[config.mk]
export PLATFORM = sky130hd
export DESIGN_NAME = state_table
export DESIGN_NICKNAME = d
export VERILOG_FILES = /design/src/rtl/book_pkg.sv /design/src/rtl/state_table.sv
export SDC_FILE = /design/constraint.sdc
export NUM_CORES = 1
export LEC_CHECK = 0
export BUFFER_PORTS_ARGS = -buffer_cell sky130_fd_sc_hd__buf_2
export CORE_AREA = 2 2 305 307
export CTS_BUF_LIST = sky130_fd_sc_hd__clkbuf_4 sky130_fd_sc_hd__clkbuf_8
export DETAILED_ROUTE_END_ITERATION = 10
export DIE_AREA = 0 0 307 309
export HOLD_SLACK_MARGIN = 0.08
export PLACE_DENSITY = 0.7
export SETUP_SLACK_MARGIN = 0.05
export SYNTH_ARGS = -nofsm -noshare
export SYNTH_HDL_FRONTEND = slang
export SYNTH_SLANG_ARGS = --single-unit
[constraint.sdc]
create_clock -name clk -period 9 [get_ports clk]
set_input_delay 1.8 -clock clk [delete_from_list [all_inputs] [get_ports clk]]
set_output_delay 1.8 -clock clk [all_outputs]
set_load 0.02 [all_outputs]
[src/rtl/book_pkg.sv]
/*
 * Book updater shared definitions
 * Widths, update commands, request, level-list state and notify types
 * used across the four-stage update pipeline
 */

package book_pkg;

  // Product id, price key and volume widths
  localparam int ID_W      = 3;
  localparam int KEY_W     = 16;
  localparam int VOL_W     = 16;

  // Levels held per product
  localparam int ENTRIES_N = 4;

  typedef logic [ID_W-1:0]  id_t;
  typedef logic [KEY_W-1:0] key_t;
  typedef logic [VOL_W-1:0] vol_t;

  // Update commands
  typedef enum logic [1:0] {
    CMD_ADD = 2'd0,
    CMD_DEL = 2'd1,
    CMD_CLR = 2'd2
  } cmd_t;

  // Update request, 37 bits
  typedef struct packed {
    id_t  id;
    cmd_t cmd;
    key_t key;
    vol_t size;
  } upd_req_t;

  // Per-product level list, 132 bits
  // Entry 0 is the best (highest) key
  // Valid entries are contiguous from index 0
  typedef struct packed {
    logic [ENTRIES_N-1:0] vld;
    key_t [ENTRIES_N-1:0] key;
    vol_t [ENTRIES_N-1:0] vol;
  } book_state_t;

  // New best level, 35 bits
  // Key 0 with volume 0 marks an empty list
  typedef struct packed {
    id_t  id;
    key_t key;
    vol_t vol;
  } notify_t;

endpackage

[src/rtl/state_table.sv]
/*
 * Per-product level-list memory
 * Registered read, one write port, cleared by a walk after reset
 */

`timescale 1ns/1ps

module state_table #(
  parameter int PRODUCTS_N = 8
) (
  input  logic                  clk,
  input  logic                  rst,
  input  logic                  i_rd_en,
  input  book_pkg::id_t         i_rd_addr,
  input  logic                  i_wr_en,
  input  book_pkg::id_t         i_wr_addr,
  input  book_pkg::book_state_t i_wr_data,
  output book_pkg::book_state_t o_rd_data,
  output logic                  o_ready
);
  import book_pkg::*;

  book_state_t mem [PRODUCTS_N];
  id_t         init_cnt;
  logic        init_busy;

  // Init walk, one entry per cycle
  always_ff @(posedge clk) begin
    if (rst) begin
      init_busy <= 1'b1;
      init_cnt  <= '0;
    end else if (init_busy) begin
      init_cnt <= init_cnt + 1'b1;
      if (init_cnt == id_t'(PRODUCTS_N - 1))
        init_busy <= 1'b0;
    end
  end

  // Walk owns the write port until done
  always_ff @(posedge clk) begin
    if (init_busy)
      mem[init_cnt] <= '0;
    else if (i_wr_en)
      mem[i_wr_addr] <= i_wr_data;
  end

  // Read returns pre-write contents on a same-address collision
  always_ff @(posedge clk) begin
    if (i_rd_en)
      o_rd_data <= mem[i_rd_addr];
  end

  assign o_ready = ~init_busy;

endmodule

== Yosys cells after proc, flatten, opt, wreduce, memory -nomap -nowiden ==
Memories as Yosys holds them, arrays and structs flattened. A register that Yosys moved wholly into a read port is not among the register bits.
Index checks and enable logic that the tools add are counted.

* Register bits after elaboration: 4
* Bits in writable memories: 1056
* Bits of input ports: 142
* Output and inout bits: 133
* Memories kept: 1

{| class="wikitable"
|+ Memories
! memory !! depth !! bits a word !! read ports !! clocked after memory_dff !! write ports !! RTL line !! RTL
|-
| mem || 8 || 132 || 1 || 1 || 1 || state_table.sv:23 || <nowiki>book_state_t mem [PRODUCTS_N];</nowiki>
|}

* Add/sub/neg operators: 1
* Eq/ne operators: 1
* Muxes and demuxes: 10
* Bitwise gates (word level): 1
* Reduce and logical (&&, ||, !) cells: 1

{| class="wikitable"
|+ Operators by type and width
! kind !! count
|-
| 132-bit two-way mux || 1
|-
| 132-bit OR reduction || 1
|-
| 1-bit two-way mux || 8
|-
| 3-bit by 1-bit adder with 3-bit output, second input constant || 1
|-
| 3-bit == test, second input constant || 1
|-
| 3-bit two-way mux || 1
|-
| 1-bit inverter || 1
|}

== Depth between registers and ports, before layout ==
* Word-level depth: 5
* Mapped depth: 6
* Mapped depth without buffers: 4

== Worst setup path after synthesis ==
Ideal clock, no wire load.

* Path type: input to register
* Start point: input i_wr_en
* End point: memory mem[4][0] (netlist bit) (enable)
* Library setup time: 0.625 ns
* Data arrival time: 8.021 ns
* Path slack: 0.354 ns
* Stages: 4
* Cell sequence: nor2b_1 -> clkbuf_1 -> mux2_2 -> nor2_1

* Word-level cells in the longest chain between the ends: 5
* Elaborated cells on any way between the ends: 6
* Those cells by class: 5 x mux; 1 x reduce/logical

{| class="wikitable"
|+ Ends and longest elaborated chain
! what !! RTL line !! RTL
|-
| start: declaration || state_table.sv:15 || <nowiki>input logic i_wr_en,</nowiki>
|-
| 1-bit two-way mux (*) || state_table.sv:43 || <nowiki>else if (i_wr_en)</nowiki>
|-
| 1-bit two-way mux (*) || state_table.sv:41 || <nowiki>if (init_busy)</nowiki>
|-
| 1-bit two-way mux (not written as such) (*) || state_table.sv:44 || <nowiki>mem[i_wr_addr] <= i_wr_data;</nowiki>
|-
| 132-bit OR reduction (no line) || - ||
|-
| 3-bit two-way mux (no line) / 1-bit two-way mux (equally long branches) || - ||
|-
| end: declaration || state_table.sv:23 ||
|}

Mark *: on every way between the ends. The rest lies on a longest branch, timed or not.

== Worst setup path after layout ==
* Start point: input i_wr_en
* End point: memory mem[3][51] (netlist bit) (enable)

The elaborated chain is that of the path after synthesis.

==> summary.md <==
| Metric | Value |
|---|---|
| Status | complete, no violations |
| Synth area leaders | edfxtp_1 79%, mux4_1 7.6%, mux4_2 6.6% |
| Fillers | around 6.7k |
| Root Buffer | clkbuf_8 |
| Yosys warning count | 0 |
| Final net count | 2393 |
| Final HPWL DP | roughly 48 mm |
| Area grow syn2layout | 13.8% |
| Slowest-stage cell, CP | nor2b_4 |
| Sequential area share after synthesis | 0.788 |
| Unique masters post-synth | 23 |
| Met2 WL post-DR | 46.6 mm |
| FP Rows | 111 |
| Worst-case reg-to-reg path depth | 5 |
| Largest net degree at the start of global routing | 169 |
| Port-buffer cells | roughly 270 |
| DR vias/cell | between 5 and 6 |
| Setup crit end | mem[3][51]$_DFFE_PP_ |
| Placer Congestion | between 0.7 and 0.8 |
| Area leader, netlist | edfxtp_1 |
| Critical R2R Launch | init_busy$_SDFF_PP1_ |
| Pleak | around 17 nW |
| CP dominant cell by count | buf_4 |
| Vias in the first global route | between 20k and 25k |
| GRT Total Usage | 0.195 |
| Clock Latency Late Sink | 830 ps |
| Grt ovf | 0 |
| Avg Inst Size Synth | 24.6 um^2 |
| CP max FO | between 40 and 50 |
| Total clock buffers created by CTS | roughly 190 |
| Final setup vio count | 0 |
| PostCTS Resize Cnt | 0 |
| Slew Viols, Final | 0 |
| Initial drt markers | 1425 |
| CP top delay family | simple AND/OR/NAND/NOR gates |
| Dpl cell area | between 40000 and 50000 um^2 |
| Max-Slew Margin vs Limit | 0.220 |
| Via Count | 20.0k |
| Final Util | 0.565 |
| Buf/Inv on CP | 3 |
| Peak Freq | around 0.22 GHz |
| Met1 Wirelength | about 38 mm |
| Power per Cell Area | 227 nW/um^2 |
| Placeable Area | between 90000 and 100000 um^2 |
| Chip height | between 300 and 400 um |
| Clock Sinks | ~1.2k |
| H-tree lvl count | 4 |
| Initial Util | 0.496 |
| Crit path depth | 6 |
| Element type at the critical path end | register |
| Initial DRT Pass Iterations | 5 |
| Final worst clock skew | roughly 38 ps |
| Final worst-path cycle share | 0.509 |
| Drt total wl | ~91 mm |
| Crit path required time | about 9400 ps |
| Hold-fix buffers, CTS | 0 |
| Initial antenna violation count | 2 |
| ANT nets after route | 0 |
| Clk pin slew, worst setup/hold paths | 60 ps |
| Global-route wire length before repair | around 130 mm |
| Most common library cell in the layout ignoring fill and taps | edfxtp_1 |
| CP peak stage delay | around 930 ps |
| Met3 Routed Length | between 5 and 6 mm |
| Top-Level Pins | roughly 280 |
| Critical path startpoint category | input pin |
| RSZ-0062 raised after global routing | false |
| Die X | about 310 um |
| Finished Cell Area | roughly 52000 um^2 |
| Layout cell share with drive strength beyond 1 | 0.367 |
| Max Cap Violations | 0 |
| Area fraction of the dominant cell type after synthesis | 0.787 |
| CP Class | input pin to register |
| Crit. Startpoint | i_wr_en |
| Cell area after synthesis | 45300 um^2 |
| Critical Path AT | around 5000 ps |
| CTS max path bufs | 3 |
| Hold_ws | 563 ps |
| Critical-path cell list | buf_2 > nor2b_4 > mux2i_1 > nor2_4 > buf_4 > buf_4 |
| Min Tclk post-route | roughly 4600 ps |
| Most frequent cells in the layout | 1188 x edfxtp_1, 270 x buf_2, 190 x clkbuf_8, 133 x mux2_2, 133 x mux4_2 |
| Worst Tran Pin Value | ~1200 ps |
| Cell count after synthesis | around 1.8k |
| DR WL/cell | around 26 um |
| Final Hold Vio Count | 0 |
| Setup Buffers After CTS | 0 |
| Min-Delay Path Class | register to register |
| DRC | 0 |
| Max Used Layer | met5 |
| R2R setup slack | approximately 5100 ps |
| Die area | ~95000 um^2 |
| Setup TNS | 0 ps |
| Hold_sp | init_cnt[1]$_SDFFE_PP0P_ |
| VDD IR max | 0.000145 V |
| Critical R2R Capture | mem[3][51]$_DFFE_PP_ |
| Post-synth net total | just under 2k |
| Post-synthesis register bit count | 1192 |
| CTS tree | done |
[power by group]
group          switching (W)  internal (W)  leakage (nW)
Combinational       0.000459      0.000314          4.37
Clock                0.00201       0.00243          1.94
Sequential         0.0000819       0.00642          10.8
[per-layer routing]
layer  GRT usage  vias up
li1            -     8699
met1       0.255    10500
met2       0.329      610
met3      0.0430      149
met4      0.0632        2
met5           0        -
[worst min-delay path, stage by stage, from the launching register on]
cell and delay, ps:
dfxtp_1 340, mux2i_1 140, nor2_1 50
[final cells by class]
cell class,instances,area (um^2),share of cell area
diodes,2,5.00,0.0000969
repair buffers,311,1720,0.0333
clock buffers,255,3100,0.0601
multi-input cells,557,9010,0.174
flip-flops and latches,1192,35800,0.693
well taps,1186,1480,0.0287
inverters,2,7.51,0.000145
clock inverters,71,548,0.0106
[flip-flops by register name, indices dropped and copies added, names as in the netlist]
name	cells
init_cnt	3
init_busy	1
o_rd_data	132
mem	1056
[logic make-up (layout without fill, tap and decap cells)]
family	Yosys count	after routing	synth area share
AO/OA/AOI/OAI	5	5	0.000856
AND/OR/NAND/NOR	149	149	0.0199
buffers and inverters	92	639	0.0145
multiplexers	400	400	0.176
adder cells (fa/ha/maj)	2	2	0.000552
flip-flops	1192	1192	0.788
XOR/XNOR	1	1	0.000193
other	0	2	0
[per-stage QoR]
| step | cells | total power (W) | worst slack [ps] |
|---|---|---|---|
| after floorplan | 1841 | 0.00713 | 354 |
| after detailed placement | 3248 | 0.00741 | 3530 |
| final | 3576 | 0.0117 | 4420 |
| after global routing | 3575 | 0.0122 | 4230 |
| after global placement | 3248 | 0.00738 | 3560 |
| after CTS | 3574 | 0.0119 | 4430 |
[how the worst min path moves through the flow]
stage,cells after the start,endpoint
after floorplan,2,init_cnt[1]$_SDFFE_PP0P_
after global placement,2,init_cnt[2]$_SDFFE_PP0P_
after detailed placement,2,init_cnt[1]$_SDFFE_PP0P_
after CTS,2,init_cnt[1]$_SDFFE_PP0P_
after global routing,2,init_cnt[1]$_SDFFE_PP0P_
final,2,init_cnt[1]$_SDFFE_PP0P_
[cell usage after synthesis (all sizes together)]
cell	count
mux2i	3
edfxtp	1188
buf	50
mux2	133
clkbuf	40
and2	132
nor2	12
and3	1
nor2b	4
inv	2
dfxtp	4
mux4	264
a22oi	1
a32oi	2
xnor2	1
a31oi	1
ha	2
o21bai	1
(Power assumes the default switching activity.)
