===== src/rtl/book_pkg.sv =====
/*
 * Book updater shared definitions
 * Widths, update commands, request, level-list state and notify types
 * used across the four-stage update pipeline
 */

package book_pkg;

  // Product id, price key and volume widths
  localparam int ID_W      = 3;
  localparam int KEY_W     = 16;
  localparam int VOL_W     = 16;

  // Levels held per product
  localparam int ENTRIES_N = 4;

  typedef logic [ID_W-1:0]  id_t;
  typedef logic [KEY_W-1:0] key_t;
  typedef logic [VOL_W-1:0] vol_t;

  // Update commands
  typedef enum logic [1:0] {
    CMD_ADD = 2'd0,
    CMD_DEL = 2'd1,
    CMD_CLR = 2'd2
  } cmd_t;

  // Update request, 37 bits
  typedef struct packed {
    id_t  id;
    cmd_t cmd;
    key_t key;
    vol_t size;
  } upd_req_t;

  // Per-product level list, 132 bits
  // Entry 0 is the best (highest) key
  // Valid entries are contiguous from index 0
  typedef struct packed {
    logic [ENTRIES_N-1:0] vld;
    key_t [ENTRIES_N-1:0] key;
    vol_t [ENTRIES_N-1:0] vol;
  } book_state_t;

  // New best level, 35 bits
  // Key 0 with volume 0 marks an empty list
  typedef struct packed {
    id_t  id;
    key_t key;
    vol_t vol;
  } notify_t;

endpackage


===== src/rtl/upd_decode.sv =====
/*
 * Update decode, pipeline stages 1 and 2
 * Issues the state-table read in S1, or captures the S4 writeback
 * instead when it targets the same product
 */

`timescale 1ns/1ps

module upd_decode (
  input  logic                  clk,
  input  logic                  rst,
  input  logic                  i_upd_vld,
  input  book_pkg::upd_req_t    i_upd,
  input  logic                  i_wb_vld,
  input  book_pkg::id_t         i_wb_id,
  input  book_pkg::book_state_t i_wb_state,
  output logic                  o_rd_en,
  output book_pkg::id_t         o_rd_addr,
  output logic                  o_s2_vld,
  output book_pkg::upd_req_t    o_s2_req,
  output logic                  o_s2_wrbk_vld,
  output book_pkg::book_state_t o_s2_wrbk_state
);
  import book_pkg::*;

  logic     s1_vld;
  upd_req_t s1_req;
  logic     wrbk_hit;

  // S4 writes this product at the next edge, so a table read now
  // would return the old list
  assign wrbk_hit  = s1_vld & i_wb_vld & (i_wb_id == s1_req.id);

  // Read only when the writeback does not cover it
  assign o_rd_en   = s1_vld & ~wrbk_hit;
  assign o_rd_addr = s1_req.id;

  // Stage valids and capture flag
  always_ff @(posedge clk) begin
    if (rst) begin
      s1_vld        <= 1'b0;
      o_s2_vld      <= 1'b0;
      o_s2_wrbk_vld <= 1'b0;
    end else begin
      s1_vld        <= i_upd_vld;
      o_s2_vld      <= s1_vld;
      o_s2_wrbk_vld <= wrbk_hit;
    end
  end

  // Request payload
  always_ff @(posedge clk) begin
    if (i_upd_vld)
      s1_req <= i_upd;
    if (s1_vld)
      o_s2_req <= s1_req;
    if (wrbk_hit)
      o_s2_wrbk_state <= i_wb_state;
  end

  // A captured list never comes with a table read behind it
  a_capture_no_read: assert property (
    @(posedge clk) disable iff (rst)
    o_s2_wrbk_vld |-> $past(i_wb_vld && !o_rd_en)
  ) else $error("table read issued alongside writeback capture");

endmodule


===== config.mk =====
export PLATFORM = sky130hd
export DESIGN_NAME = upd_decode
export DESIGN_NICKNAME = d
export VERILOG_FILES = /design/src/rtl/book_pkg.sv /design/src/rtl/upd_decode.sv
export SDC_FILE = /design/constraint.sdc
export NUM_CORES = 1
export LEC_CHECK = 0
export ABC_AREA = 1
export BUFFER_PORTS_ARGS = -buffer_cell sky130_fd_sc_hd__buf_2
export CORE_MARGIN = 5
export CORE_UTILIZATION = 40
export CTS_CLUSTER_DIAMETER = 120
export DETAILED_ROUTE_END_ITERATION = 10
export GPL_ROUTABILITY_DRIVEN = 1
export PLACE_DENSITY = 0.88
export SLEW_MARGIN = 20
export SYNTH_ARGS = -nofsm -noshare
export SYNTH_HDL_FRONTEND = slang
export SYNTH_SLANG_ARGS = --single-unit

===== constraint.sdc =====
create_clock -name clk -period 5.1 [get_ports clk]
set_clock_uncertainty 0.2 [all_clocks]
set_input_delay 1.53 -clock clk [delete_from_list [all_inputs] [get_ports clk]]
set_output_delay 1.53 -clock clk [all_outputs]
set_load 0.02 [all_outputs]

Word-level counts from Yosys, hierarchy flattened

Index checks and enable logic that the tools add are counted.

Equality and inequality tests: 1
Bitwise gates (word level): 4

Operators with widths:

| kind              | number |
|---|---|
| 1-bit bitwise AND | 3 |
| 3-bit == test     | 1 |
| 1-bit inverter    | 1 |

Flip-flop bits (word level): 209
Output and inout port bits: 175
Logic and storage cells: 25

Logic depth before layout (Yosys ltp)

Gate-level depths: netlist of run 1.

Depth after elaboration: 4
Gate-level depth with buffers: 6

Least setup slack after synthesis of run 1

No wires, ideal clock.

Kind: input -> register
Start: in i_wb_vld
End: reg o_s2_wrbk_state[0] (netlist name) (enable)
Library setup time: 0.485 ns
Arrival: 4.437 ns
Setup slack: -0.023 ns
Cell stages on the path: 6
Path buffers: 0
Cell sequence: nand2_1 > inv_1 > nand2_1 > nor2_2 > nand2_2 > inv_1

Word-level cells in the longest chain between the ends: 2

Ends and longest elaborated chain:

| element                         | line             | text |
|---|---|---|
| start: declaration              | upd_decode.sv:14 | `input logic i_wb_vld,` |
| 1-bit bitwise AND (2 in series) | upd_decode.sv:32 | `assign wrbk_hit = s1_vld & i_wb_vld & (i_wb_id == s1_req.id);` |
| named net wrbk_hit              | upd_decode.sv:28 | `logic wrbk_hit;` |
| end signal: assignment          | upd_decode.sv:58 | `o_s2_wrbk_state <= i_wb_state;` |
| end: declaration                | upd_decode.sv:22 | `output book_pkg::book_state_t o_s2_wrbk_state` |

The timed path passes the listed nets, and every way through them passes these cells.
A chain may end at the register's enable or synchronous reset.

Worst setup path after layout of run 1

Start: in i_wb_id[2]
End: out o_rd_en

Word-level cells in the longest chain between the ends: 4

Ends and longest elaborated chain:

| element            | line             | text |
|---|---|---|
| start: declaration | upd_decode.sv:15 | `input book_pkg::id_t i_wb_id,` |
| 3-bit == test      | upd_decode.sv:32 |  |
| 1-bit bitwise AND  | upd_decode.sv:32 |  |
| 1-bit inverter     | upd_decode.sv:35 | `assign o_rd_en = s1_vld & ~wrbk_hit;` |
| 1-bit bitwise AND  | upd_decode.sv:35 |  |
| end: declaration   | upd_decode.sv:17 | `output logic o_rd_en,` |

No other way between the ends.

==> qor.yml, run 1 <==
status: "finished, final reports clean"
synth_cell_types: 9
cp.arrival_ns: 2.21
vias_per_cell: 4.38
grt_pass1_vias: 3826
drive_above_1_share_pct: 62.2
final.setup.tns_ns: 0
cts_setup_buffers: 0
grt_pass1_wl_um: 22600
setup_violations: 0
avgSynthCellArea_um2: 26.8
netlist_instances: 238
fmax_ghz: 0.254
worstSetupPathType: "in -> out"
ys_warn_count: 0
power.switching_mw: 0.739
min_period_ns: 3.94
vias: 3678
htree_num_levels: 1
io_buffer_count: 350
cts.repair.resized: 0
crit_chain: "buf_2 -> inv_1 -> nand2_1 -> nand2_1 -> nor2_2 -> a21oi_1 -> buf_2"
die_area_um2: 18600
powerDensity_nw_per_um2: 403
initialDrtViolationCount: 177
firstDrtPassIters: 4
relSlewSlack_pct: 48.3
synth_nets: 414
holdPathStages: 0
ys_seq_area_share_pct: 97.9
insertedDiodeCount: 0
hold_violations: 0
gp_congestion: 0.777
cap_violations: 0
syn_area_um2: 6380
intPower_mw: 2.92
ant_nets: 0
cts_buffers: 22
final_cells: 840
cts.sinks: 209
place_inst: 803
fin_nets: 787
fp.dieH_um: 136
p_comb_share_pct: 4.9
r2r_cells: 6
cts_tree: "yes"
endpoint_kind: "output port"
area_growth_pct: 42.6
coreArea_um2: 15800
seq_power_share_pct: 53.9
clk_path_buf_depth: 3
worst-endpoint-required_ns: 3.37
maxSlewViolCount: 0
hold_class: "reg -> reg"
fin_crit_sh_pct: 77.2
clkPwrFrac_pct: 41.1
p_leak_nw: 3.73
postCtsHoldBufs: 0
sw_frac_of_total_pct: 20.2
die_w_um: 136
grt_usage_pct: 16.7
clock_tree.root_cell: "clkbuf_16"
routedWlPerCell_um: 19.8
startpoint_type: "primary input"
post-dp-hpwl_um: 12600
synth.ff_latch_count: 209
slowest_stage: "nor2_2"
wl_um: 16600
rsz0062_at_grt: "false"
cpPeakStageDelay_ns: 0.17
cp_max_fo: 2
grt_max_degree: 133
placementRows: 46
worstMarginPinSlew_ns: 0.776
initial_utilization_pct: 40.4
grt-ovfl-total: 0
drcViolationCount: 0
ios: 351
clk_latency_ns: 0.50
antenna_found_initial: 2
path_clk_slew_ns: 0.06
ir_drop_mv: 0.343
fill_cells: 1211
==> area by class of cell <==
type / instances / area (um2) / area share (%)
multi-input combinational: 17 / 75.1 / 0.826
tap: 216 / 270 / 2.97
timing repair buffer: 352 / 1780 / 19.6
inverter: 9 / 37.5 / 0.413
sequential: 209 / 6250 / 68.7
clock buffer: 26 / 566 / 6.22
clock inverter: 11 / 119 / 1.31
==> power by group through the flow <==
stage / Sequential, mW / Combinational [mW] / Clock [mW]
2_1_floorplan: 2.06 / 0.0164 / 0
3_3_place_gp: 2.01 / 0.175 / 0
3_5_place_dp: 2.01 / 0.181 / 0
4_1_cts: 1.98 / 0.183 / 1.55
5_1_grt: 1.98 / 0.193 / 1.62
6_report: 1.98 / 0.180 / 1.51
==> cells in the mapped netlist <==
| cell | count | area share (%) |
|---|---|---|
| dfxtp_1 | 3 | 0.94 |
| nand2_2 | 1 | 0.098 |
| nor2_2 | 3 | 0.29 |
| edfxtp_1 | 206 | 97 |
| inv_1 | 9 | 0.53 |
| a21oi_1 | 1 | 0.078 |
| nand2_1 | 9 | 0.53 |
| buf_4 | 3 | 0.35 |
| nor2_1 | 3 | 0.18 |
==> per-layer routing <==
metal / vias up / part of all wire (%) / global-route usage (%)
li1: 1677 / - / -
met1: 1736 / 33 / 17.4
met2: 236 / 51 / 29.5
met3: 25 / 14 / 8.14
met4: 4 / 2.4 / 5.32
met5: - / 0.19 / 0
==> worst max-delay path: cells and delay by family <==
kind | cells | cell delay, ns
buffers and inverters | 3 | 0.29
and+or+nand+nor | 3 | 0.30
AOI/OAI and AO/OA | 1 | 0.09
==> final timing paths <==
kind / start / end / slack, ns
max reg2reg: o_rd_addr[2] / o_s2_wrbk_state[45] / 2.93
max: i_wb_id[2] / o_rd_en / 1.16
min reg2reg: s1_req[24] / o_s2_req[24] / 0.21
min: s1_req[24] / o_s2_req[24] / 0.21
==> registers in the layout, indices dropped and copies added (netlist names) <==
register	cells
o_s2_wrbk_state	132
o_s2_req	37
s1_req	34
o_rd_addr	3
o_s2_vld	1
o_s2_wrbk_vld	1
s1_vld	1
==> logic make-up (layout without fill, tap and decap cells) <==
logic type / count (synthesis) / after routing / share of synthesized area, %
flops: 209 / 209 / 97.9
simple gates: 16 / 16 / 1.10
buf+inv: 12 / 398 / 0.883
compound gates: 1 / 1 / 0.0784
==> through the flow <==
stage	hold WS (ns)	power, mW	util, %	area (um2)	setup slack, ns
final	0.207	3.66	57.7	9090	1.16
after global routing	0.211	3.79	57.7	9090	1.11
after CTS	0.209	3.70	57.7	9090	1.15
after detailed placement	0.205	2.19	53.3	8410	1.17
after global placement	0.201	2.18	53.3	8410	1.23
after floorplan	0.200	2.07	-	6380	0.755
==> placed cells by master (no fill, tap or decap) <==
cell type,netlist,final
buf_2,0,350
edfxtp_1,206,206
clkbuf_16,0,22
nand2_1,9,9
inv_1,9,8
clkbuf_1,0,4
clkinv_2,0,4
nor2_2,3,3
nor2_1,3,3
clkinvlp_4,0,3
dfxtp_1,3,3
bufinv_16,0,2
clkinv_1,0,2
nand2_2,1,1
a21oi_1,1,1
clkinv_8,0,1
buf_12,0,1
buf_4,3,1
No activity file was read; power rests on OpenSTA's default activity.
==> inputs of run 2 (changes only) <==
==> constraint.sdc (replaced) <==
create_clock -name clk -period 3.4 [get_ports clk]
set_clock_uncertainty 0.2 [all_clocks]
set_input_delay 1.02 -clock clk [delete_from_list [all_inputs] [get_ports clk]]
set_output_delay 1.02 -clock clk [all_outputs]
set_load 0.02 [all_outputs]
==> qor.yml, run 2 (same netlist as run 1, synthesis figures left out) <==
hold_class: "reg -> reg"
final_common_cell: "buf_2"
io_buffer_count: 350  # unchanged
initial_utilization_pct: 40.4  # unchanged
vias_per_cell: 4.43  # +1.2%
regMostFlops: "o_s2_wrbk_state"
startpoint_type: "primary input"
regArea_um2: 6250  # about the same
fmax_ghz: 0.342
r2r-end: "o_s2_wrbk_state[11]"
ios: 351  # unchanged
largest_reg_flops: 132  # unchanged
cts.repair.resized: 0  # unchanged
multiInputGateArea_um2: 82.6  # +10%
postCtsHoldBufs: 0  # unchanged
fill_cells: 1200  # -0.91%
clk_path_buf_depth: 3  # unchanged
wl_um: 16200  # -2.6%
cap_violations: 0  # unchanged
path_clk_slew_ns: 0.06  # about the same
intPower_mw: 4.49  # +54%
drive_above_1_share_pct: 62.6  # +0.38 points
r2r_setup_slack_ns: 1.46  # -1.47 ns
coreArea_um2: 15800  # unchanged
firstDrtPassIters: 4  # unchanged
hold_end: "o_s2_req[31]"
timing.rr.start: "o_rd_addr[1]"
clkPwrFrac_pct: 41.9  # +0.8 points
worst-endpoint-required_ns: 2.18  # -1.19 ns
post-dp-hpwl_um: 12500  # -0.99%
ir_drop_mv: 0.507  # +48%
cts_buffers: 22  # unchanged
relSlewSlack_pct: 45.7  # -2.6 points
insertedDiodeCount: 0  # unchanged
worstMarginPinSlew_ns: 0.815  # +0.0387 ns
cts.sinks: 209  # unchanged
maxSlewViolCount: 0  # unchanged
design_area_um2: 9150  # +0.66%
cp.arrival_ns: 1.70  # -0.51 ns
p_leak_nw: 3.76  # +0.92%
rsz0062_at_grt: "false"
final_cell_mix: "buf_2, edfxtp_1, clkbuf_16"
fp.dieH_um: 136  # unchanged
initialDrtViolationCount: 224  # +27%
area_growth_pct: 43.5
ant_nets: 0  # unchanged
post-route-util_pct: 58.0  # +0.38 points
sw_frac_of_total_pct: 19.3  # -0.86 points
placementRows: 46  # unchanged
cts_tree: "yes"
routedWlPerCell_um: 19.2  # -2.7%
grt_pass1_vias: 3897  # +1.9%
gp_congestion: 0.837  # +7.8%
hold_path.startpoint: "s1_req[31]"
p_comb_share_pct: 4.8  # about the same
fin_crit_sh_pct: 85.9
min_period_ns: 2.92
reg_top3: "o_s2_wrbk_state (132), o_s2_req (37), s1_req (34)"
seq_power_share_pct: 53.2  # -0.7 points
status: "finished, final reports clean"
clk_latency_ns: 0.49  # about the same
die_area_um2: 18600  # unchanged
fin_nets: 788  # +0.13%
grt_usage_pct: 16.2  # -0.46 points
die_w_um: 136  # unchanged
r2r_cells: 6  # unchanged
endpoint_kind: "output port"
final.setup.tns_ns: 0  # unchanged
worstSetupPathType: "in -> out"
grt-ovfl-total: 0  # unchanged
power.switching_mw: 1.08  # +46%
powerDensity_nw_per_um2: 609  # +51%
drcViolationCount: 0  # unchanged
htree_num_levels: 1  # unchanged
setup_violations: 0  # unchanged
antenna_found_initial: 3  # +1
clock_tree.root_cell: "clkbuf_16"
grt_max_degree: 69  # -48%
grt_pass1_wl_um: 22300  # -1.5%
placed_area_um2: 8440  # +0.34%
vias: 3728  # +1.4%
hold_violations: 0  # unchanged
holdPathStages: 0  # unchanged
cts_setup_buffers: 0  # unchanged
cp_max_fo: 2  # unchanged
run 2: cell count changes in the layout (fill, tap and decap cells not counted), sizes merged:
cell      before  now
clkinv         7    9
clkinvlp       3    1
clkbuf        26   25
buf          352  353
bufinv         2    3
run 2: how the worst max path moves through the flow:
stage	startpoint	to	cells after the start
5_1_grt	i_wb_id[0]	o_rd_en	7
3_3_place_gp	i_wb_id[0]	o_rd_en	7
4_1_cts	i_wb_id[1]	o_rd_en	5
2_1_floorplan	i_wb_vld	o_s2_wrbk_state[0]	6
3_5_place_dp	i_wb_id[1]	o_rd_en	5
6_report	i_wb_id[1]	o_rd_en	5
run 2: metal layers:
| metal | vias to the layer above | wire length (um) | share of wire (%) | track usage, % |
|---|---|---|---|---|
| met3 | 31 | 2250 | 14 | 8.70 |
| met5 | - | 27 | 0.17 | 0 |
| met4 | 4 | 328 | 2.0 | 4.26 |
| met2 | 236 | 8210 | 51 | 28.5 |
| met1 | 1778 | 5360 | 33 | 17.0 |
| li1 | 1679 | - | - | - |
run 2: per-stage QoR:
step           setup WS (ns)  instances  hold slack [ns]  total power [mW]
3_3_place_gp           0.553        804            0.200              3.27
6_report               0.480        841            0.216              5.57
4_1_cts                0.474        841            0.216              5.64
5_1_grt                0.439        841            0.217              5.78
2_1_floorplan         -0.426        238            0.200              3.11
3_5_place_dp           0.496        804            0.205              3.29
run 2: power groups by stage:
stage          clock network [mW]  logic [mW]  registers, mW
2_1_floorplan                   0      0.0252           3.09
3_3_place_gp                    0       0.263           3.01
3_5_place_dp                    0       0.272           3.02
4_1_cts                      2.40       0.275           2.97
5_1_grt                      2.52       0.290           2.97
6_report                     2.34       0.270           2.96
run 2: critical path, stage by stage:
cell     delay, ns
buf_2         0.11
nor2_1        0.16
nor2_2        0.07
a21oi_1       0.15
buf_2         0.19
run 2: cell type report:
type                       count  area share [%]
sequential                   209            68.3
timing repair buffer         353            19.7
clock buffer                  25            6.37
tap                          216            2.95
clock inverter                12            1.45
multi-input combinational     17           0.902
inverter                       9           0.410
